**src/include/l2_arb_settings.svh**
```systemverilog
/* Build-time sizing for the L2 port arbiter.
   L2_NUM_PORTS must be at least 2. The port id width is derived from it. */
`ifndef L2_ARB_SETTINGS_SVH
`define L2_ARB_SETTINGS_SVH

// Requesters sharing the memory port
`define L2_NUM_PORTS 4

// Entries in each requester queue
`define L2_QUEUE_DEPTH 4

// Word address, no byte offset
`define L2_ADDR_W 30

`define L2_DATA_W 32

// Requester-chosen tag, echoed on read return
`define L2_TAG_W 3

`endif

```
**src/hw/l2_arb_atomic_pkg.sv**
```systemverilog
/* Request kinds and LR reservation state.
   Compile before l2_arb_txn_pkg, which builds the request from l2_op_t. */
`include "l2_arb_settings.svh"

package l2_arb_atomic_pkg;

    typedef enum logic [1:0] {
        op_read  = 2'd0,
        op_write = 2'd1,
        op_lr    = 2'd2,
        op_sc    = 2'd3
    } l2_op_t;

    // One LR reservation, word granular
    typedef struct packed {
        logic                  valid;
        logic [`L2_ADDR_W-1:0] addr;
    } reservation_t;

endpackage

```
**src/hw/l2_arb_txn_pkg.sv**
```systemverilog
/* Transaction vector types shared by queues, arbiter and return path.
   The memory id is the port id placed above the requester tag. */
`include "l2_arb_settings.svh"

package l2_arb_txn_pkg;

    import l2_arb_atomic_pkg::*;

    localparam int PORT_ID_W = $clog2(`L2_NUM_PORTS);
    localparam int MEM_ID_W  = PORT_ID_W + `L2_TAG_W;

    typedef logic [`L2_ADDR_W-1:0] addr_t;
    typedef logic [`L2_DATA_W-1:0] data_t;
    typedef logic [`L2_TAG_W-1:0]  tag_t;
    typedef logic [PORT_ID_W-1:0]  port_id_t;

    // {port id, tag}
    typedef logic [MEM_ID_W-1:0] mem_id_t;

    // Single-word request, write data travels along
    typedef struct packed {
        addr_t  addr;
        l2_op_t kind;
        data_t  wdata;
        tag_t   tag;
    } l2_request_t;

endpackage

```
**src/hw/l2_reservation_table.sv**
```systemverilog
/* One LR reservation per port, word granular. sc_ok is combinational and only
   meaningful for an SC check. State changes on the check edge. */
`include "l2_arb_settings.svh"

module l2_reservation_table
    import l2_arb_txn_pkg::*;
    import l2_arb_atomic_pkg::*;
(
    input  logic     clk,
    input  logic     rst,
    input  logic     check,
    input  port_id_t check_port,
    input  addr_t    check_addr,
    input  l2_op_t   check_op,
    output logic     sc_ok
);

    reservation_t resv [`L2_NUM_PORTS];
    logic         store;

    // Checking port holds a live reservation on this word
    assign sc_ok = resv[check_port].valid && (resv[check_port].addr == check_addr);

    // Anything that changes memory at the address
    assign store = check && ((check_op == op_write) || (check_op == op_sc && sc_ok));

    for (genvar i = 0; i < `L2_NUM_PORTS; i++) begin : gen_entry
        logic own;
        logic set_resv;
        logic clear_resv;

        assign own        = check && (check_port == port_id_t'(i));
        assign set_resv   = own && (check_op == op_lr);
        // Every SC ends the port's own reservation, pass or fail
        assign clear_resv = (own && check_op == op_sc)
                          || (store && resv[i].addr == check_addr);

        always_ff @(posedge clk) begin
            if (rst) begin
                resv[i] <= '0;
            end else if (set_resv) begin
                resv[i].valid <= 1'b1;
                resv[i].addr  <= check_addr;
            end else if (clear_resv) begin
                resv[i].valid <= 1'b0;
            end
        end
    end

endmodule

```
**config.mk**
```make
export PLATFORM = sky130hd
export DESIGN_NAME = l2_reservation_table
export DESIGN_NICKNAME = d
export VERILOG_FILES = /design/src/hw/l2_arb_atomic_pkg.sv /design/src/hw/l2_arb_txn_pkg.sv /design/src/hw/l2_reservation_table.sv
export VERILOG_INCLUDE_DIRS = /design/src /design/src/include
export SDC_FILE = /design/constraint.sdc
export NUM_CORES = 1
export LEC_CHECK = 0
export BUFFER_PORTS_ARGS = -buffer_cell sky130_fd_sc_hd__buf_2
export CAP_MARGIN = 10
export CORE_MARGIN = 4
export CORE_UTILIZATION = 62
export DETAILED_ROUTE_END_ITERATION = 6
export PLACE_DENSITY = 0.84
export SLEW_MARGIN = 25
export SYNTH_ARGS = -nofsm -noshare
export SYNTH_HDL_FRONTEND = slang
export SYNTH_SLANG_ARGS = --single-unit
```
**constraint.sdc**
```tcl
create_clock -name clk -period 4.23 [get_ports clk]
set_input_delay 0.6345 -clock clk [delete_from_list [all_inputs] [get_ports clk]]
set_output_delay 0.6345 -clock clk [all_outputs]
set_load 0.02 [all_outputs]
```
==> results.sh <==
export IMPL_grt_busiest_layer="met2"
export IMPL_power_total_mw=3.37
export IMPL_fin_tns_setup_ps=0
export IMPL_gr_usage_all_layers_pct=30.1
export IMPL_worstReg2RegStart="resv[0][16]"
export IMPL_start_kind="primary input"
export IMPL_ant_nets=0
export IMPL_cp_arrival_ps=3120
export IMPL_hold_start="check_addr[24]"
export IMPL_clkSinkCount=124
export IMPL_maxCapViolCount=0
export IMPL_grt_use_met1_pct=41.5
export IMPL_syn_inst=626
export IMPL_syn_avg_cell_area_um2=12.1
export IMPL_postCtsSetupRepairBufs=0
export IMPL_rsz0062_at_grt="false"
export IMPL_p_leak_nw=3.07
export IMPL_crit_start="check_port[1]"
export IMPL_final_seq_area_um2=3720
export IMPL_ys_types=44
export IMPL_syn_num_nets=663
export IMPL_drt_initial_drc_count=573
export IMPL_hold_buffers=0
export IMPL_required_ps=3600
export IMPL_wire_per_inst_um=25.0
export IMPL_grt_use_met3_pct=5.17
export IMPL_drc=0
export IMPL_report_final_slew_viol_count=0
export IMPL_grt_met2_usage_pct=47.3
export IMPL_drive_gt1_share_pct=16.9
export IMPL_area_growth_pct=12.8
export IMPL_h_tree_depth=4
export IMPL_ys_warnings_count=0
export IMPL_skew_ps=16.9
export IMPL_finalHoldViolCount=0
export IMPL_min_path_type="primary input to register"
export IMPL_setup_viol=0
export IMPL_worstMarginPinSlew_ps=888
export IMPL_synth_area_leader_cell="edfxtp_1"
export IMPL_reg_top3="resv x124"
export IMPL_ctsResizeCount=0
export IMPL_peakVddDrop_v=0.000374
export IMPL_grt_pass1_wl_mm=31.2
export IMPL_yosysSeqAreaShare_pct=49.4
export IMPL_dr_pass1_iters=5
export IMPL_placed_area_um2=7930
export IMPL_whs_ps=666
export IMPL_grt_max_degree=32
export IMPL_worstPathMaxFanout=19
export IMPL_dpl_hpwl_mm=14.7
export IMPL_core_um2=12000
export IMPL_numCtsBuffers=17
export IMPL_crit_path_end_kind="output pin"
export IMPL_clock_latency_ps=430
export IMPL_yosys_cell_count_top_type="edfxtp_1"
export IMPL_synth_top_cells_by_area="edfxtp_1 49%, xor2_1 11%, and2_1 9.8%"
export IMPL_fill_cells=818
export IMPL_cts_tree="yes"
export IMPL_mappedNetlistArea_um2=7540
export IMPL_largest_reg_flops=124
export IMPL_grt_pass1_vias=5209
export IMPL_initial_core_util_pct=63.1
export IMPL_relSlewSlack_pct=40.8
export IMPL_fin_crit_sh_pct=88.7
export IMPL_die_area_um2=14000
export IMPL_rows=40
export IMPL_via_count=5084
export IMPL_place_gp_congestion=0.991
export IMPL_grt_overflow=0
export IMPL_ys_seq_elements=124
export IMPL_largest_register="resv"
export IMPL_period_needed_ps=3750
export IMPL_p_per_area_nw_per_um2=395
export IMPL_drt_wl_total_mm=20.2
export IMPL_async_reset_ff_share_pct=0
export IMPL_die_h_um=118
export IMPL_antenna_found_initial=0
export IMPL_max_freq_mhz=267
export IMPL_outcome="finished, final reports clean"
export IMPL_nets=682
export IMPL_antennaDiodeCount=0
export IMPL_ioPinCount=38
export IMPL_path_clk_slew_ps=60
export IMPL_root_buffer="clkbuf_16"
export IMPL_fin_area_um2=8510
export IMPL_numPortBuffers=37
export IMPL_crit_type="primary input to output pin"
export IMPL_cts_buffer_depth=2
export IMPL_viasPerCell=6.32
export IMPL_synth_edf_count=124
export IMPL_synth_commonest_cells="124 x edfxtp_1, 118 x and2_1, 95 x xor2_1"
export IMPL_ys_flop_type="edfxtp_1"
export IMPL_die_w_um=118
export IMPL_multi_input_area_um2=3650
export IMPL_netlist_area_leader_share_pct=49.4
==> cell families (layout without fill, tap and decap cells) <==
group                     after synthesis  count (layout)  share of synthesized area [%]
buffers and inverters                  58              90                           3.20
xor gates and xnor gates              155             155                           18.1
AOI/OAI and AO/OA                      28              28                           2.77
muxes                                  48              48                           9.47
DFF                                   124             124                           49.4
and+or+nand+nor                       213             213                           17.1
==> layout make-up <==
type                       count  area share [%]
sequential                   124            43.7
inverter                       4           0.176
clock buffer                  19            5.09
tap                          147            2.16
multi-input combinational    444            42.9
clock inverter                13            1.69
timing repair buffer          54            4.29
==> final timing paths <==
kind | depth (start not counted) | slack (ps) | endpoint
min reg2reg | 5 | 970 | resv[0][30]
max reg2reg | 6 | 1550 | resv[0][30]
max | 9 | 480 | sc_ok
min | 2 | 670 | resv[1][24]
==> metal layers <==
layer / vias to the layer above / routed length (um) / share of wire (%)
met1: 2535 / 8590 / 43
li1: 2276 / - / -
met4: 0 / 637 / 3.2
met5: - / 0 / 0
met3: 42 / 1320 / 6.5
met2: 231 / 9620 / 48
==> worst max-delay path: stages <==
cell and delay (ps):
buf_2 410, buf_12 250, mux2i_1 260, xor2_1 170, nand3_1 100, o31ai_1 620, nand4_1 210, a211oi_2 240
buf_2 210
==> power breakdown <==
part	switching (mW)	internal (mW)	total, mW
Combinational	0.273	0.186	0.459
Sequential	0.0609	1.43	1.49
Clock	0.548	0.868	1.42
==> layout by cell type, fill, tap and decap left out, drive strengths merged, types with 2 or more instances in the layout <==
cell type  instances
a21oi              2
xnor2             60
nand3b             2
xor2              95
mux2i             29
nor4              29
nand2b             6
mux4              18
nor3               4
o21ai              7
buf               53
edfxtp           124
o2111ai            2
clkbuf            20
nand3             11
or3                2
inv                5
nor2               3
nand4             23
clkinv             8
a211oi             7
nand2             10
o31ai              2
clkinvlp           2
bufinv             2
and2             118
==> stage by stage <==
stage / setup slack, ps / utilization (%) / std cells
finish: 479 / 71.2 / 805
global placement: 350 / 66.3 / 773
global route: 203 / 71.2 / 805
floorplan: 267 / - / 626
CTS: 266 / 71.2 / 805
detailed placement: 264 / 66.3 / 773
Power figures use the tool's default switching activity.
