## config.mk

```make
export PLATFORM = sky130hd
export DESIGN_NAME = l2_port_queue_flat
export DESIGN_NICKNAME = d
export VERILOG_FILES = /design/src/hw/l2_arb_atomic_pkg.sv /design/src/hw/l2_arb_txn_pkg.sv /design/src/hw/l2_queue_if.sv /design/src/hw/l2_fifo.sv /design/src/hw/l2_port_queue.sv /design/src/flat_wrapper.sv
export VERILOG_INCLUDE_DIRS = /design/src /design/src/include
export SDC_FILE = /design/constraint.sdc
export NUM_CORES = 1
export LEC_CHECK = 0
export ABC_AREA = 1
export BUFFER_PORTS_ARGS = -buffer_cell sky130_fd_sc_hd__buf_2
export CORE_AREA = 3 3 165 151
export CTS_BUF_LIST = sky130_fd_sc_hd__clkbuf_8
export DETAILED_ROUTE_END_ITERATION = 8
export DIE_AREA = 0 0 168 154
export GPL_TIMING_DRIVEN = 0
export PLACE_DENSITY = 0.73
export SYNTH_ARGS = -nofsm -noshare
export SYNTH_HDL_FRONTEND = slang
export SYNTH_SLANG_ARGS = --single-unit
```

## constraint.sdc

```tcl
create_clock -name clk -period 5.7 [get_ports clk]
set_input_delay 0 -clock clk [delete_from_list [all_inputs] [get_ports clk]]
set_output_delay 0 -clock clk [all_outputs]
set_load 0.02 [all_outputs]
```

## src/include/l2_arb_settings.svh

```systemverilog
/* Build-time sizing for the L2 port arbiter.
   L2_NUM_PORTS must be at least 2. The port id width is derived from it. */
`ifndef L2_ARB_SETTINGS_SVH
`define L2_ARB_SETTINGS_SVH

// Requesters sharing the memory port
`define L2_NUM_PORTS 4

// Entries in each requester queue
`define L2_QUEUE_DEPTH 4

// Word address, no byte offset
`define L2_ADDR_W 30

`define L2_DATA_W 32

// Requester-chosen tag, echoed on read return
`define L2_TAG_W 3

`endif

```

## src/hw/l2_arb_atomic_pkg.sv

```systemverilog
/* Request kinds and LR reservation state.
   Compile before l2_arb_txn_pkg, which builds the request from l2_op_t. */
`include "l2_arb_settings.svh"

package l2_arb_atomic_pkg;

    typedef enum logic [1:0] {
        op_read  = 2'd0,
        op_write = 2'd1,
        op_lr    = 2'd2,
        op_sc    = 2'd3
    } l2_op_t;

    // One LR reservation, word granular
    typedef struct packed {
        logic                  valid;
        logic [`L2_ADDR_W-1:0] addr;
    } reservation_t;

endpackage

```

## src/hw/l2_arb_txn_pkg.sv

```systemverilog
/* Transaction vector types shared by queues, arbiter and return path.
   The memory id is the port id placed above the requester tag. */
`include "l2_arb_settings.svh"

package l2_arb_txn_pkg;

    import l2_arb_atomic_pkg::*;

    localparam int PORT_ID_W = $clog2(`L2_NUM_PORTS);
    localparam int MEM_ID_W  = PORT_ID_W + `L2_TAG_W;

    typedef logic [`L2_ADDR_W-1:0] addr_t;
    typedef logic [`L2_DATA_W-1:0] data_t;
    typedef logic [`L2_TAG_W-1:0]  tag_t;
    typedef logic [PORT_ID_W-1:0]  port_id_t;

    // {port id, tag}
    typedef logic [MEM_ID_W-1:0] mem_id_t;

    // Single-word request, write data travels along
    typedef struct packed {
        addr_t  addr;
        l2_op_t kind;
        data_t  wdata;
        tag_t   tag;
    } l2_request_t;

endpackage

```

## src/hw/l2_queue_if.sv

```systemverilog
/* Queue-to-arbiter handshake. Transfer when valid and ready are both high.
   req must hold while valid is high and ready is low. */
interface l2_queue_if
    import l2_arb_txn_pkg::*;
();

    logic        valid;
    logic        ready;
    l2_request_t req;

    // Port queue side, presents the head entry
    modport queue (
        output valid,
        output req,
        input  ready
    );

    // Arbiter side, ready doubles as the grant
    modport arbiter (
        input  valid,
        input  req,
        output ready
    );

endinterface

```

## src/hw/l2_fifo.sv

```systemverilog
/* Synchronous FIFO, head entry read straight from the storage registers.
   A push while full is taken only together with a pop. */
module l2_fifo
    import l2_arb_txn_pkg::*;
#(
    parameter int DEPTH = 4
) (
    input  logic        clk,
    input  logic        rst,
    input  logic        push,
    input  l2_request_t wr_data,
    output logic        full,
    input  logic        pop,
    output l2_request_t rd_data,
    output logic        not_empty
);

    localparam int PTR_W = (DEPTH > 1) ? $clog2(DEPTH) : 1;
    localparam int CNT_W = $clog2(DEPTH + 1);

    l2_request_t      entries [DEPTH];
    logic [PTR_W-1:0] rd_ptr;
    logic [PTR_W-1:0] wr_ptr;
    logic [CNT_W-1:0] count;
    logic             do_push;
    logic             do_pop;

    assign full      = (count == CNT_W'(DEPTH));
    assign not_empty = (count != '0);
    assign rd_data   = entries[rd_ptr];

    assign do_pop  = pop & not_empty;
    assign do_push = push & (~full | do_pop);

    always_ff @(posedge clk) begin
        if (rst) begin
            rd_ptr <= '0;
            wr_ptr <= '0;
            count  <= '0;
        end else begin
            if (do_push) begin
                wr_ptr <= (wr_ptr == PTR_W'(DEPTH - 1)) ? '0 : wr_ptr + 1'b1;
            end
            if (do_pop) begin
                rd_ptr <= (rd_ptr == PTR_W'(DEPTH - 1)) ? '0 : rd_ptr + 1'b1;
            end
            case ({do_push, do_pop})
                2'b10:   count <= count + 1'b1;
                2'b01:   count <= count - 1'b1;
                default: count <= count;
            endcase
        end
    end

    always_ff @(posedge clk) begin
        if (do_push) begin
            entries[wr_ptr] <= wr_data;
        end
    end

endmodule

```

## src/hw/l2_port_queue.sv

```systemverilog
/* One requester's request queue. in_ready is simply "not full", so it never
   depends on in_valid. Depth comes from L2_QUEUE_DEPTH. */
`include "l2_arb_settings.svh"

module l2_port_queue
    import l2_arb_txn_pkg::*;
(
    input  logic        clk,
    input  logic        rst,
    input  logic        in_valid,
    output logic        in_ready,
    input  l2_request_t in_req,
    l2_queue_if.queue   out
);

    logic full;
    logic push;
    logic pop;

    // Requester handshake into the FIFO
    assign in_ready = ~full;
    assign push     = in_valid & ~full;

    // Arbiter takes the head on its handshake
    assign pop = out.valid & out.ready;

    l2_fifo #(
        .DEPTH(`L2_QUEUE_DEPTH)
    ) fifo (
        .clk      (clk),
        .rst      (rst),
        .push     (push),
        .wr_data  (in_req),
        .full     (full),
        .pop      (pop),
        .rd_data  (out.req),
        .not_empty(out.valid)
    );

endmodule

```

## src/flat_wrapper.sv

```systemverilog
// flat-port wrapper written by rule: the top's interface ports become plain ports
module l2_port_queue_flat import l2_arb_txn_pkg::*;
  (clk, rst, in_valid, in_ready, in_req, out_valid, out_req, out_ready);
  l2_queue_if out_i ();
  input  logic clk;
  input  logic rst;
  input  logic in_valid;
  output logic in_ready;
  input  l2_request_t in_req;
  output wire logic [$bits(out_i.valid)-1:0] out_valid;
  output wire logic [$bits(out_i.req)-1:0] out_req;
  input wire logic [$bits(out_i.ready)-1:0] out_ready;
  assign out_valid = out_i.valid;
  assign out_req = out_i.req;
  assign out_i.ready = out_ready;
  l2_port_queue u_core (.clk(clk), .rst(rst), .in_valid(in_valid), .in_ready(in_ready), .in_req(in_req), .out(out_i));
endmodule
```

==> metrics.md <==
| Metric | Value |
|---|---|
| Status | completed |
| Total chip power | 0.00593 W |
| Syn_nets | 794 |
| Root Driver | clkbuf_8 |
| Lkg Pwr | 4.80 nW |
| Startpoint types | register |
| Peak VDD IR | 0.255 mV |
| Setup Crit Path Kind | reg -> reg |
| Crit Path Max Fanout | 29 |
| IO Pins | 140 |
| Via count | 6797 |
| First-pass GRT wire length | 37000 µm |
| GPL Wtd Cong | 0.757 |
| Die W | 168 µm |
| Antenna violations before repair | 0 |
| DRC Markers | 0 |
| Internal power | 0.00387 W |
| RSZ-0062 raised after global routing | no |
| Max_slew headroom | 0.572 |
| Via density | 5.19 |
| Initial Util | 0.448 |
| Most frequent cell after synthesis | edfxtp_1 |
| Synth warnings | 0 |
| Clock sink total | 277 |
| Required @ worst endpoint | 5.92 ns |
| Sum of negative setup slack | 0 ns |
| Final Cycle Share | 0.398 |
| Post-synth top cells | 268 x edfxtp_1, 148 x nor2_1, 133 x o21ai_0, 67 x o22ai_1, 14 x inv_1 |
| Drt first pass iters | 5 |
| Max_cap viols | 0 |
| Area grow syn2layout | 26.5% |
| CP endpoint kind | register |
| Post-Synthesis Cells | 716 |
| Sw Share | 0.348 |
| Ant diodes | 0 |
| HP Class | in -> reg |
| Final core utilization | 0.567 |
| Clk pwr share | 0.258 |
| Arrival time worst endpoint | 2.49 ns |
| Distinct cells, synth | 25 |
| H-Tree Depth | 2 |
| Syn Area/Cell | 14.6 µm² |
| CTS Buf Count | 43 |
| Core Region | 23300 µm² |
| Setup Viol. Count Final | 0 |
| Worst Tran Pin Value | 0.640 ns |
| Largest net degree at the start of global routing | 30 |
| GRT Util Overall | 0.183 |
| Power per cell area | 449 nW/µm² |
| Row cnt | 53 |
| PostCTS Resize Cnt | 0 |
| Prevailing post-synth register cell | edfxtp_1 |
| Drt total wl | 24200 µm |
| Asr flop ratio synth | 0 |
| Clock-pin slew on the worst setup and hold paths | 0.06 ns |
| Flop pwr share | 0.421 |
| Die Ht | 154 µm |
| Placed cells | 1165 |
| Hpwl dp | 15100 µm |
| FMAX | 441 MHz |
| Initial DRC Count | 503 |
| Sequential fraction of the synthesis area | 0.788 |
| Top-area cell type share of the netlist area | 0.771 |
| Port buffer count | 139 |
| Die area | 25900 µm² |
| Final count of hold timing violations | 0 |
| Logic pwr share | 0.321 |
| Clock Path Buffers | 3 |
| Min Clock Period, post-route | 2.27 ns |
| Cell Area, Synth | 10400 µm² |
| Net Sw Power | 0.00206 W |
| CTS tree | built |
| Setup Buffers After CTS | 0 |
| Fraction of layout cells with a size suffix above 1 | 0.239 |
| R2R Setup Slk | 3.43 ns |
| Post-synth top area cell | edfxtp_1 |
| Clock skew | 0.00966 ns |
| Clock Latency Late Sink | 0.54 ns |
| Total gr overflow | 0 |
| Number of global-route vias before repair | 6986 |
| Post-synth EDFFs | 268 |
| Post-detailed-route count of antenna-violating nets | 0 |
| Final Slew Violations | 0 |
| Most area-consuming cells after synthesis | edfxtp_1 77%, o21ai_0 6.4%, nor2_1 5.3% |
| Filler instances | 1865 |
| DR WL/cell | 18.5 µm |
| Nets | 1057 |
| Register bit total from synthesis | 277 |
| Non-filler cells, final | 1309 |
cells in the final DEF, fill, tap and decap left out, drive strengths merged:
cell	n
buf	169
a21oi	3
inv	30
o22ai	67
dlygate4sd3	71
clkinvlp	1
edfxtp	268
fa	1
nor2	148
or2	1
o21ai	136
dfxtp	9
nand3	2
nand3b	2
nand4	1
a21boi	1
clkbuf	69
bufinv	1
clkinv	9
ha	6
nand2	12
power by group through the flow:
stage / combinational (W) / sequential (W) / clock (W)
6_report: 0.00190 / 0.00250 / 0.00153
5_1_grt: 0.00207 / 0.00251 / 0.00166
4_1_cts: 0.00192 / 0.00250 / 0.00157
3_5_place_dp: 0.00188 / 0.00254 / 0
3_3_place_gp: 0.00181 / 0.00257 / 0
2_1_floorplan: 0.00116 / 0.00254 / 0
per-stage QoR:
stage / setup WS (ns) / cell area, µm² / hold WS [ns]
2_1_floorplan: 1.69 / 10400 / 0.0989
6_report: 3.43 / 13200 / 0.219
4_1_cts: 3.37 / 13200 / 0.181
3_5_place_dp: 3.41 / 11700 / 0.215
5_1_grt: 3.27 / 13200 / 0.203
3_3_place_gp: -0.399 / 11500 / 0.213
timing repair:
action / 4_1_cts / 5_1_grt
setup endpoints to repair: 0 / 0
hold buffers: 71 / 0
hold endpoints to repair: 277 / 0
flip-flops by register name (all words and copies together) (netlist names), named ones only:
signal and cells:
u_core.fifo.count 3, u_core.fifo.entries 268, u_core.fifo.rd_ptr 2, u_core.fifo.wr_ptr 2
routing by layer:
layer / global-route usage / vias up / routed length [µm]
met4: 0.0541 / 0 / 384
met1: 0.244 / 3301 / 10300
met2: 0.307 / 248 / 11800
met3: 0.0380 / 34 / 1650
met5: 0 / - / 0
li1: - / 3214 / -
cells by family (layout without fill, tap and decap cells):
family,after synthesis,in the layout,share of synthesized area
AOI/OAI and AO/OA,207,207,0.108
adders and majority gates,7,7,0.00911
buffers and inverters,59,350,0.0335
DFF,277,277,0.788
and+or+nand+nor,166,166,0.0614
cell type report:
class	count	area [µm²]	area share
Clock buffer	48	661	0.0500
Inverter	16	67.6	0.00512
Multi-Input combinational cell	380	1890	0.143
Clock inverter	25	133	0.0100
Buffer	43	282	0.0213
Sequential cell	277	8230	0.623
Timing Repair Buffer	218	1570	0.119
Tap cell	302	378	0.0286
worst max-delay path, stage by stage (launching register included):
cell and delay, ns:
dfxtp_1 0.36, nor2_1 0.09, nand2_2 0.09, nand2_1 0.30, nor2_4 0.58, buf_12 0.27
buf_12 0.23
path summary, 6_finish.rpt:
| kind | cells past startpoint | to | start |
|---|---|---|---|
| min | 2 | u_core.fifo.entries[0][61] | in_req[61] |
| max | 6 | u_core.fifo.entries[0][27] | u_core.fifo.count[1] |
| max reg2reg | 6 | u_core.fifo.entries[0][27] | u_core.fifo.count[1] |
| min reg2reg | 2 | u_core.fifo.rd_ptr[0] | u_core.fifo.rd_ptr[0] |
Note: power is estimated with default switching activity, not from simulation.
