`src/include/l2_arb_settings.svh`:
```
/* Build-time sizing for the L2 port arbiter.
   L2_NUM_PORTS must be at least 2. The port id width is derived from it. */
`ifndef L2_ARB_SETTINGS_SVH
`define L2_ARB_SETTINGS_SVH

// Requesters sharing the memory port
`define L2_NUM_PORTS 4

// Entries in each requester queue
`define L2_QUEUE_DEPTH 4

// Word address, no byte offset
`define L2_ADDR_W 30

`define L2_DATA_W 32

// Requester-chosen tag, echoed on read return
`define L2_TAG_W 3

`endif

```
`src/hw/l2_arb_atomic_pkg.sv`:
```
/* Request kinds and LR reservation state.
   Compile before l2_arb_txn_pkg, which builds the request from l2_op_t. */
`include "l2_arb_settings.svh"

package l2_arb_atomic_pkg;

    typedef enum logic [1:0] {
        op_read  = 2'd0,
        op_write = 2'd1,
        op_lr    = 2'd2,
        op_sc    = 2'd3
    } l2_op_t;

    // One LR reservation, word granular
    typedef struct packed {
        logic                  valid;
        logic [`L2_ADDR_W-1:0] addr;
    } reservation_t;

endpackage

```
`src/hw/l2_arb_txn_pkg.sv`:
```
/* Transaction vector types shared by queues, arbiter and return path.
   The memory id is the port id placed above the requester tag. */
`include "l2_arb_settings.svh"

package l2_arb_txn_pkg;

    import l2_arb_atomic_pkg::*;

    localparam int PORT_ID_W = $clog2(`L2_NUM_PORTS);
    localparam int MEM_ID_W  = PORT_ID_W + `L2_TAG_W;

    typedef logic [`L2_ADDR_W-1:0] addr_t;
    typedef logic [`L2_DATA_W-1:0] data_t;
    typedef logic [`L2_TAG_W-1:0]  tag_t;
    typedef logic [PORT_ID_W-1:0]  port_id_t;

    // {port id, tag}
    typedef logic [MEM_ID_W-1:0] mem_id_t;

    // Single-word request, write data travels along
    typedef struct packed {
        addr_t  addr;
        l2_op_t kind;
        data_t  wdata;
        tag_t   tag;
    } l2_request_t;

endpackage

```
`src/hw/l2_return_router.sv`:
```
/* Read return routing by memory id, one cycle of latency, no back-pressure.
   Data and tag are shared by all ports and qualified by the one-hot valid. */
`include "l2_arb_settings.svh"

module l2_return_router
    import l2_arb_txn_pkg::*;
(
    input  logic                     clk,
    input  logic                     rst,
    input  logic                     mem_rsp_valid,
    input  mem_id_t                  mem_rsp_id,
    input  data_t                    mem_rsp_data,
    output logic [`L2_NUM_PORTS-1:0] rsp_valid,
    output data_t                    rsp_data [`L2_NUM_PORTS],
    output tag_t                     rsp_tag [`L2_NUM_PORTS]
);

    port_id_t rsp_port;
    tag_t     rsp_tag_in;
    data_t    data_q;
    tag_t     tag_q;

    assign {rsp_port, rsp_tag_in} = mem_rsp_id;

    always_ff @(posedge clk) begin
        if (rst) begin
            rsp_valid <= '0;
        end else begin
            for (int i = 0; i < `L2_NUM_PORTS; i++) begin
                rsp_valid[i] <= mem_rsp_valid && (rsp_port == port_id_t'(i));
            end
        end
    end

    always_ff @(posedge clk) begin
        if (mem_rsp_valid) begin
            data_q <= mem_rsp_data;
            tag_q  <= rsp_tag_in;
        end
    end

    for (genvar i = 0; i < `L2_NUM_PORTS; i++) begin : gen_port
        assign rsp_data[i] = data_q;
        assign rsp_tag[i]  = tag_q;
    end

endmodule

```
`config.mk`:
```
export PLATFORM = sky130hd
export DESIGN_NAME = l2_return_router
export DESIGN_NICKNAME = d
export VERILOG_FILES = /design/src/hw/l2_arb_atomic_pkg.sv /design/src/hw/l2_arb_txn_pkg.sv /design/src/hw/l2_return_router.sv
export VERILOG_INCLUDE_DIRS = /design/src /design/src/include
export SDC_FILE = /design/constraint.sdc
export NUM_CORES = 1
export LEC_CHECK = 0
export BUFFER_PORTS_ARGS = -buffer_cell sky130_fd_sc_hd__buf_2
export CORE_MARGIN = 1
export CORE_UTILIZATION = 37
export DETAILED_ROUTE_END_ITERATION = 16
export HOLD_SLACK_MARGIN = 0.06
export PLACE_DENSITY = 0.9
export SYNTH_ARGS = -nofsm -noshare
export SYNTH_HDL_FRONTEND = slang
export SYNTH_SLANG_ARGS = --single-unit
```
`constraint.sdc`:
```
create_clock -name clk -period 0.8 [get_ports clk]
set_clock_uncertainty 0.05 [all_clocks]
set_input_delay 0 -clock clk [delete_from_list [all_inputs] [get_ports clk]]
set_output_delay 0 -clock clk [all_outputs]
set_load 0.01 [all_outputs]
```
==> results of run 1 <==
[worst max-delay path by stage]
stage / from / end / slack [ps] / cells after the start
finish: data_q[5] / rsp_data[37] / -170 / 1
global route: data_q[5] / rsp_data[37] / -260 / 1
CTS: data_q[5] / rsp_data[37] / -210 / 1
detailed placement: mem_rsp_valid / tag_q[2] / 80 / 2
global placement: mem_rsp_valid / data_q[17] / 100 / 2
floorplan: data_q[4] / rsp_data[100] / 140 / 1
[state kept, by name (all words and copies together), names as in the netlist]
register and flops:
data_q 32, rsp_valid 4, tag_q 3
[stage by stage]
stage / area [µm²] / hold slack (ps)
after floorplan: 1970 / 20.6
after global placement: 2220 / 127
after detailed placement: 2220 / 128
after CTS: 2720 / 83.1
after global routing: 2810 / 77.5
final: 2810 / 86.4
[layer usage]
metal | share of wire, % | up-vias
met5 | 0 | -
met3 | 10 | 8
li1 | - | 636
met2 | 55 | 101
met1 | 33 | 613
met4 | 1.8 | 0
[power groups by stage]
| stage | clock [mW] | combinational (mW) | sequential [mW] |
|---|---|---|---|
| after floorplan | 0 | 0.800 | 2.63 |
| after global placement | 0 | 0.988 | 2.54 |
| after detailed placement | 0 | 0.999 | 2.55 |
| after CTS | 1.40 | 1.15 | 2.51 |
| after global routing | 1.45 | 1.31 | 2.56 |
| final | 1.34 | 1.20 | 2.52 |
[logic make-up (layout without fill, tap and decap cells)]
| family | Yosys count | in the layout | share of synthesized area [%] |
|---|---|---|---|
| buffers and inverters | 105 | 232 | 40.0 |
| flip-flops | 39 | 39 | 57.4 |
| AND/OR/NAND/NOR | 4 | 4 | 2.54 |
[layout make-up]
class / count / area (µm²)
fillers: 438 / 2300
repair buffers: 224 / 1440
flip-flops and latches: 39 / 1130
well taps: 70 / 87.6
clock buffers: 6 / 82.6
multi-input cells: 4 / 50.0
clock inverters: 2 / 11.3
[Yosys cell counts]
cell type | count | area [µm²]
buf_4 | 105 | 788
edfxtp_1 | 35 | 1050
nor4b_2 | 1 | 15.0
dfxtp_1 | 4 | 80.1
and4b_1 | 1 | 10.0
and4bb_2 | 2 | 25.0
[what timing repair did]
item                                    in CTS  in global routing
setup buffers                                0                  0
pin swaps                                    0                  0
hold buffers                                40                  0
gates resized for setup                      0                 19
endpoints found under the setup margin     140                148
hold endpoints to repair                    40                  0
==> flow_metrics.env, run 1 <==
export IMPL_status="finished with violations"
export IMPL_violations="negative setup slack"
export IMPL_cp_top_family="flip-flops"
export IMPL_seq_area_frac_synth_pct=57.4
export IMPL_core_um2=5110
export IMPL_hp_start="mem_rsp_valid"
export IMPL_drc=0
export IMPL_crit_buf_inv=1
export IMPL_dp_hpwl_um=2730
export IMPL_htree_levels=2
export IMPL_fin_crit_ps=975
export IMPL_worstPathMaxFanout=4
export IMPL_floorplan_initialDensity_pct=38.6
export IMPL_n_antenna_cell=0
export IMPL_grt_busiest_layer="met2"
export IMPL_cts_sinks=39
export IMPL_drtIter0Drc=10
export IMPL_grt_use_met1_pct=12.4
export IMPL_p_clk_share_pct=26.5
export IMPL_use_met3_pct=5.35
export IMPL_cp_arrival_ps=920
export IMPL_power_frac_seq_pct=49.7
export IMPL_dp_cells=298
export IMPL_grt_total_usage_pct=12.7
export IMPL_whs_path_depth=2
export IMPL_place_ws_ps=83.8
export IMPL_die_height_um=75.0
export IMPL_slew_limit_headroom_pct=88.2
export IMPL_io_buffers=183
export IMPL_fmax_ghz=1.03
export IMPL_areaGrowthSynthToFinish_pct=42.7
export IMPL_path_class="flop to primary output"
export IMPL_cts_clk_slew_worst_paths_ps=70
export IMPL_rsz0062_at_grt="true"
export IMPL_final_cell_mix="buf_2, dlygate4sd3_1, edfxtp_1"
export IMPL_maxCapViolations=0
export IMPL_netlist_instances=148
export IMPL_antenna_found_initial=0
export IMPL_wl_per_cell_um=11.9
export IMPL_post_route_util_pct=55.0
export IMPL_crit_path_end_kind="primary output"
export IMPL_grt_pass1_wl_um=5060
export IMPL_use_met2_pct=23.1
export IMPL_avgSynthCellArea_um2=13.3
export IMPL_swShare_pct=26.8
export IMPL_p_switching_mw=1.36
export IMPL_io_pin_count=184
export IMPL_ir_worst_vdd_mv=1.02
export IMPL_synth_cell_types=6
export IMPL_worst_slack_ps=-175
export IMPL_p_leak_nw=1.39
export IMPL_p_comb_share_pct=23.7
export IMPL_yosys_warnings=0
export IMPL_cts_tree="yes"
export IMPL_slowest_stage="edfxtp_1"
export IMPL_via_count=1358
export IMPL_clockBufferDepth=2
export IMPL_final_common_cell="buf_2"
export IMPL_first_pass_iters=4
export IMPL_layout_cells_non_filler=345
export IMPL_tightest_slew_ps=177
export IMPL_cts_buffers_inserted=5
export IMPL_vias_per_cell=3.94
export IMPL_fin_nets=314
export IMPL_whs_endpoint="rsp_valid[1]"
export IMPL_setup_viol=140
export IMPL_period_share_pct=122
export IMPL_dieArea_um2=5620
export IMPL_cts_root_buf="clkbuf_8"
export IMPL_die_x_um=75.0
export IMPL_startpoint_type="flop"
export IMPL_totalPowerFinal_mw=5.07
export IMPL_cp_cell_sequence="buf_2"
export IMPL_powerDensity_nw_per_um2=1800
export IMPL_hold_viol_final=0
export IMPL_grt_max_degree=19
export IMPL_drv_slew=0
export IMPL_tns_ps=-16890
export IMPL_syn_area_um2=1970
export IMPL_drive_gt1_share_pct=71.6
export IMPL_finalWirelength_um=4090
export IMPL_gr_total_overflow=0
export IMPL_required_ps=750
export IMPL_ant_nets=0
export IMPL_row_count=26
export IMPL_max_stage_delay_ps=460
export IMPL_cellInternalPower_mw=3.71
export IMPL_hp_class="input port to flop"
export IMPL_place_gp_congestion=0.748
export IMPL_grt_pass1_vias=1105
export IMPL_synth_seq_cells=39
export IMPL_syn_nets=188
Power figures use the tool's default switching activity.
==> run 2: changes to the inputs <==
--- a/config.mk
+++ b/config.mk
@@ -11,7 +11,8 @@
 export CORE_UTILIZATION = 37
 export DETAILED_ROUTE_END_ITERATION = 16
 export HOLD_SLACK_MARGIN = 0.06
-export PLACE_DENSITY = 0.9
+export PLACE_DENSITY = 0.81
+export SLEW_MARGIN = 10
 export SYNTH_ARGS = -nofsm -noshare
 export SYNTH_HDL_FRONTEND = slang
 export SYNTH_SLANG_ARGS = --single-unit
==> run 2 against run 1 <==
Effect of this change:
- the flow still finishes with violations (negative setup slack)
- count of clock-buffer cells in the layout grew 2
- sequential power is essentially flat
- die area is the same
- maximum frequency grew 1.8%
- highest routed layer unchanged
==> flow_metrics.env, run 2 (synthesis gave the netlist of run 1 again) <==
export IMPL_finalWirelength_um=3770
export IMPL_hp_start="mem_rsp_id[3]"
export IMPL_cp_top_family="flip-flops"
export IMPL_rsz0062_at_grt="true"
export IMPL_max_stage_delay_ps=450
export IMPL_path_depth=1
export IMPL_hold_viol_final=0
export IMPL_status="finished with violations"
export IMPL_grt_pass1_wl_um=4780
export IMPL_fin_nets=310
export IMPL_post_route_util_pct=53.8
export IMPL_cts_clk_slew_worst_paths_ps=70
export IMPL_grt_pass1_vias=1039
export IMPL_dieArea_um2=5620
export IMPL_top_register="data_q"
export IMPL_fmax_ghz=1.04
export IMPL_clockBufferDepth=2
export IMPL_slowest_stage="edfxtp_1"
export IMPL_cp_cell_sequence="buf_2"
export IMPL_antenna_found_initial=0
export IMPL_ir_worst_vdd_mv=1.17
export IMPL_cts_tree="yes"
export IMPL_grt_total_usage_pct=12.0
export IMPL_gr_total_overflow=0
export IMPL_cts_buffers_inserted=5
export IMPL_worstPathMaxFanout=4
export IMPL_vias_per_cell=3.77
export IMPL_final_common_cell="buf_2"
export IMPL_cts_root_buf="clkbuf_8"
export IMPL_whs_path_depth=2
export IMPL_drv_slew=0
export IMPL_fin_crit_ps=957
export IMPL_period_share_pct=120
export IMPL_drtIter0Drc=35
export IMPL_powerDensity_nw_per_um2=1850
export IMPL_p_leak_nw=1.37
export IMPL_final_cell_mix="buf_2, dlygate4sd3_1, edfxtp_1"
export IMPL_io_pin_count=184
export IMPL_crit_buf_inv=1
export IMPL_die_x_um=75.0
export IMPL_reg_largest_list="data_q: 32 flops, rsp_valid: 4 flops, tag_q: 3 flops"
export IMPL_setup_viol=140
export IMPL_drc=0
export IMPL_via_count=1285
export IMPL_worst_slack_ps=-157
export IMPL_slew_limit_headroom_pct=85.6
export IMPL_n_antenna_cell=0
export IMPL_drive_gt1_share_pct=71.2
export IMPL_violations="negative setup slack"
export IMPL_row_count=26
export IMPL_place_ws_ps=128
export IMPL_cp_arrival_ps=910
export IMPL_place_gp_congestion=0.685
export IMPL_startpoint="data_q[14]"
export IMPL_htree_levels=2
export IMPL_ant_nets=0
export IMPL_largest_reg_flops=32
export IMPL_startpoint_type="flop"
export IMPL_cts_sinks=39
export IMPL_die_height_um=75.0
export IMPL_areaGrowthSynthToFinish_pct=39.6
export IMPL_core_um2=5110
export IMPL_floorplan_initialDensity_pct=38.6
export IMPL_first_pass_iters=4
export IMPL_hp_class="input port to flop"
export IMPL_required_ps=750
export IMPL_grt_max_degree=22
export IMPL_wl_per_cell_um=11.1
export IMPL_maxCapViolations=0
export IMPL_path_class="flop to primary output"
export IMPL_io_buffers=183
export IMPL_tightest_slew_ps=216
export IMPL_crit_path_end_kind="primary output"
==> run 2: cell count changes in the layout (fill, tap and decap cells not counted), sizes merged <==
| cell | change |
|---|---|
| buf | -2 |
| clkbuf | +2 |
| dlygate4sd3 | -2 |
| clkinv | -1 |
| clkinvlp | -1 |
==> run 2: layer usage <==
metal | part of all wire, % | wire length (µm) | track usage (%) | up-vias
met3 | 6.8 | 257 | 4.02 | 2
met2 | 59 | 2230 | 23.1 | 80
met4 | 0.21 | 8 | 4.40 | 0
met1 | 34 | 1280 | 11.9 | 576
met5 | 0 | 0 | 0 | -
li1 | - | - | - | 627
==> run 2: repair_timing <==
item	4_1_cts	5_1_grt
hold buffers	38	0
buffers inserted	0	0
endpoints found under the hold margin	39	0
endpoints found under the setup margin	140	144
resized for setup	1	10
pin swaps	0	1
==> run 2: layout make-up <==
cell class / count / area (µm²)
clock buffers: 8 / 100
fillers: 430 / 2360
multi-input cells: 4 / 58.8
flip-flops and latches: 39 / 1130
well taps: 70 / 87.6
repair buffers: 220 / 1370
==> run 2: stage by stage <==
| step | instance area (µm²) | power, mW | hold WS, ps | setup TNS (ps) | cells |
|---|---|---|---|---|---|
| floorplan | 1970 | 3.43 | 20.6 | 0 | 148 |
| global placement | 2220 | 3.53 | 127 | 0 | 298 |
| detailed placement | 2220 | 3.55 | 128 | 0 | 298 |
| CTS | 2710 | 5.11 | 84.1 | -17790 | 344 |
| global route | 2750 | 5.36 | 62.6 | -23470 | 341 |
| finish | 2750 | 5.08 | 52.6 | -15710 | 341 |
==> run 2: final timing paths <==
path,endpoint,slack (ps)
setup / recovery,rsp_data[14],-160
hold / removal,rsp_valid[0],50
==> run 2: where the power goes <==
part           internal (mW)  total, mW  switching [mW]
Clock                  0.786       1.40           0.615
Sequential              2.39       2.51           0.120
Combinational          0.596       1.17           0.571
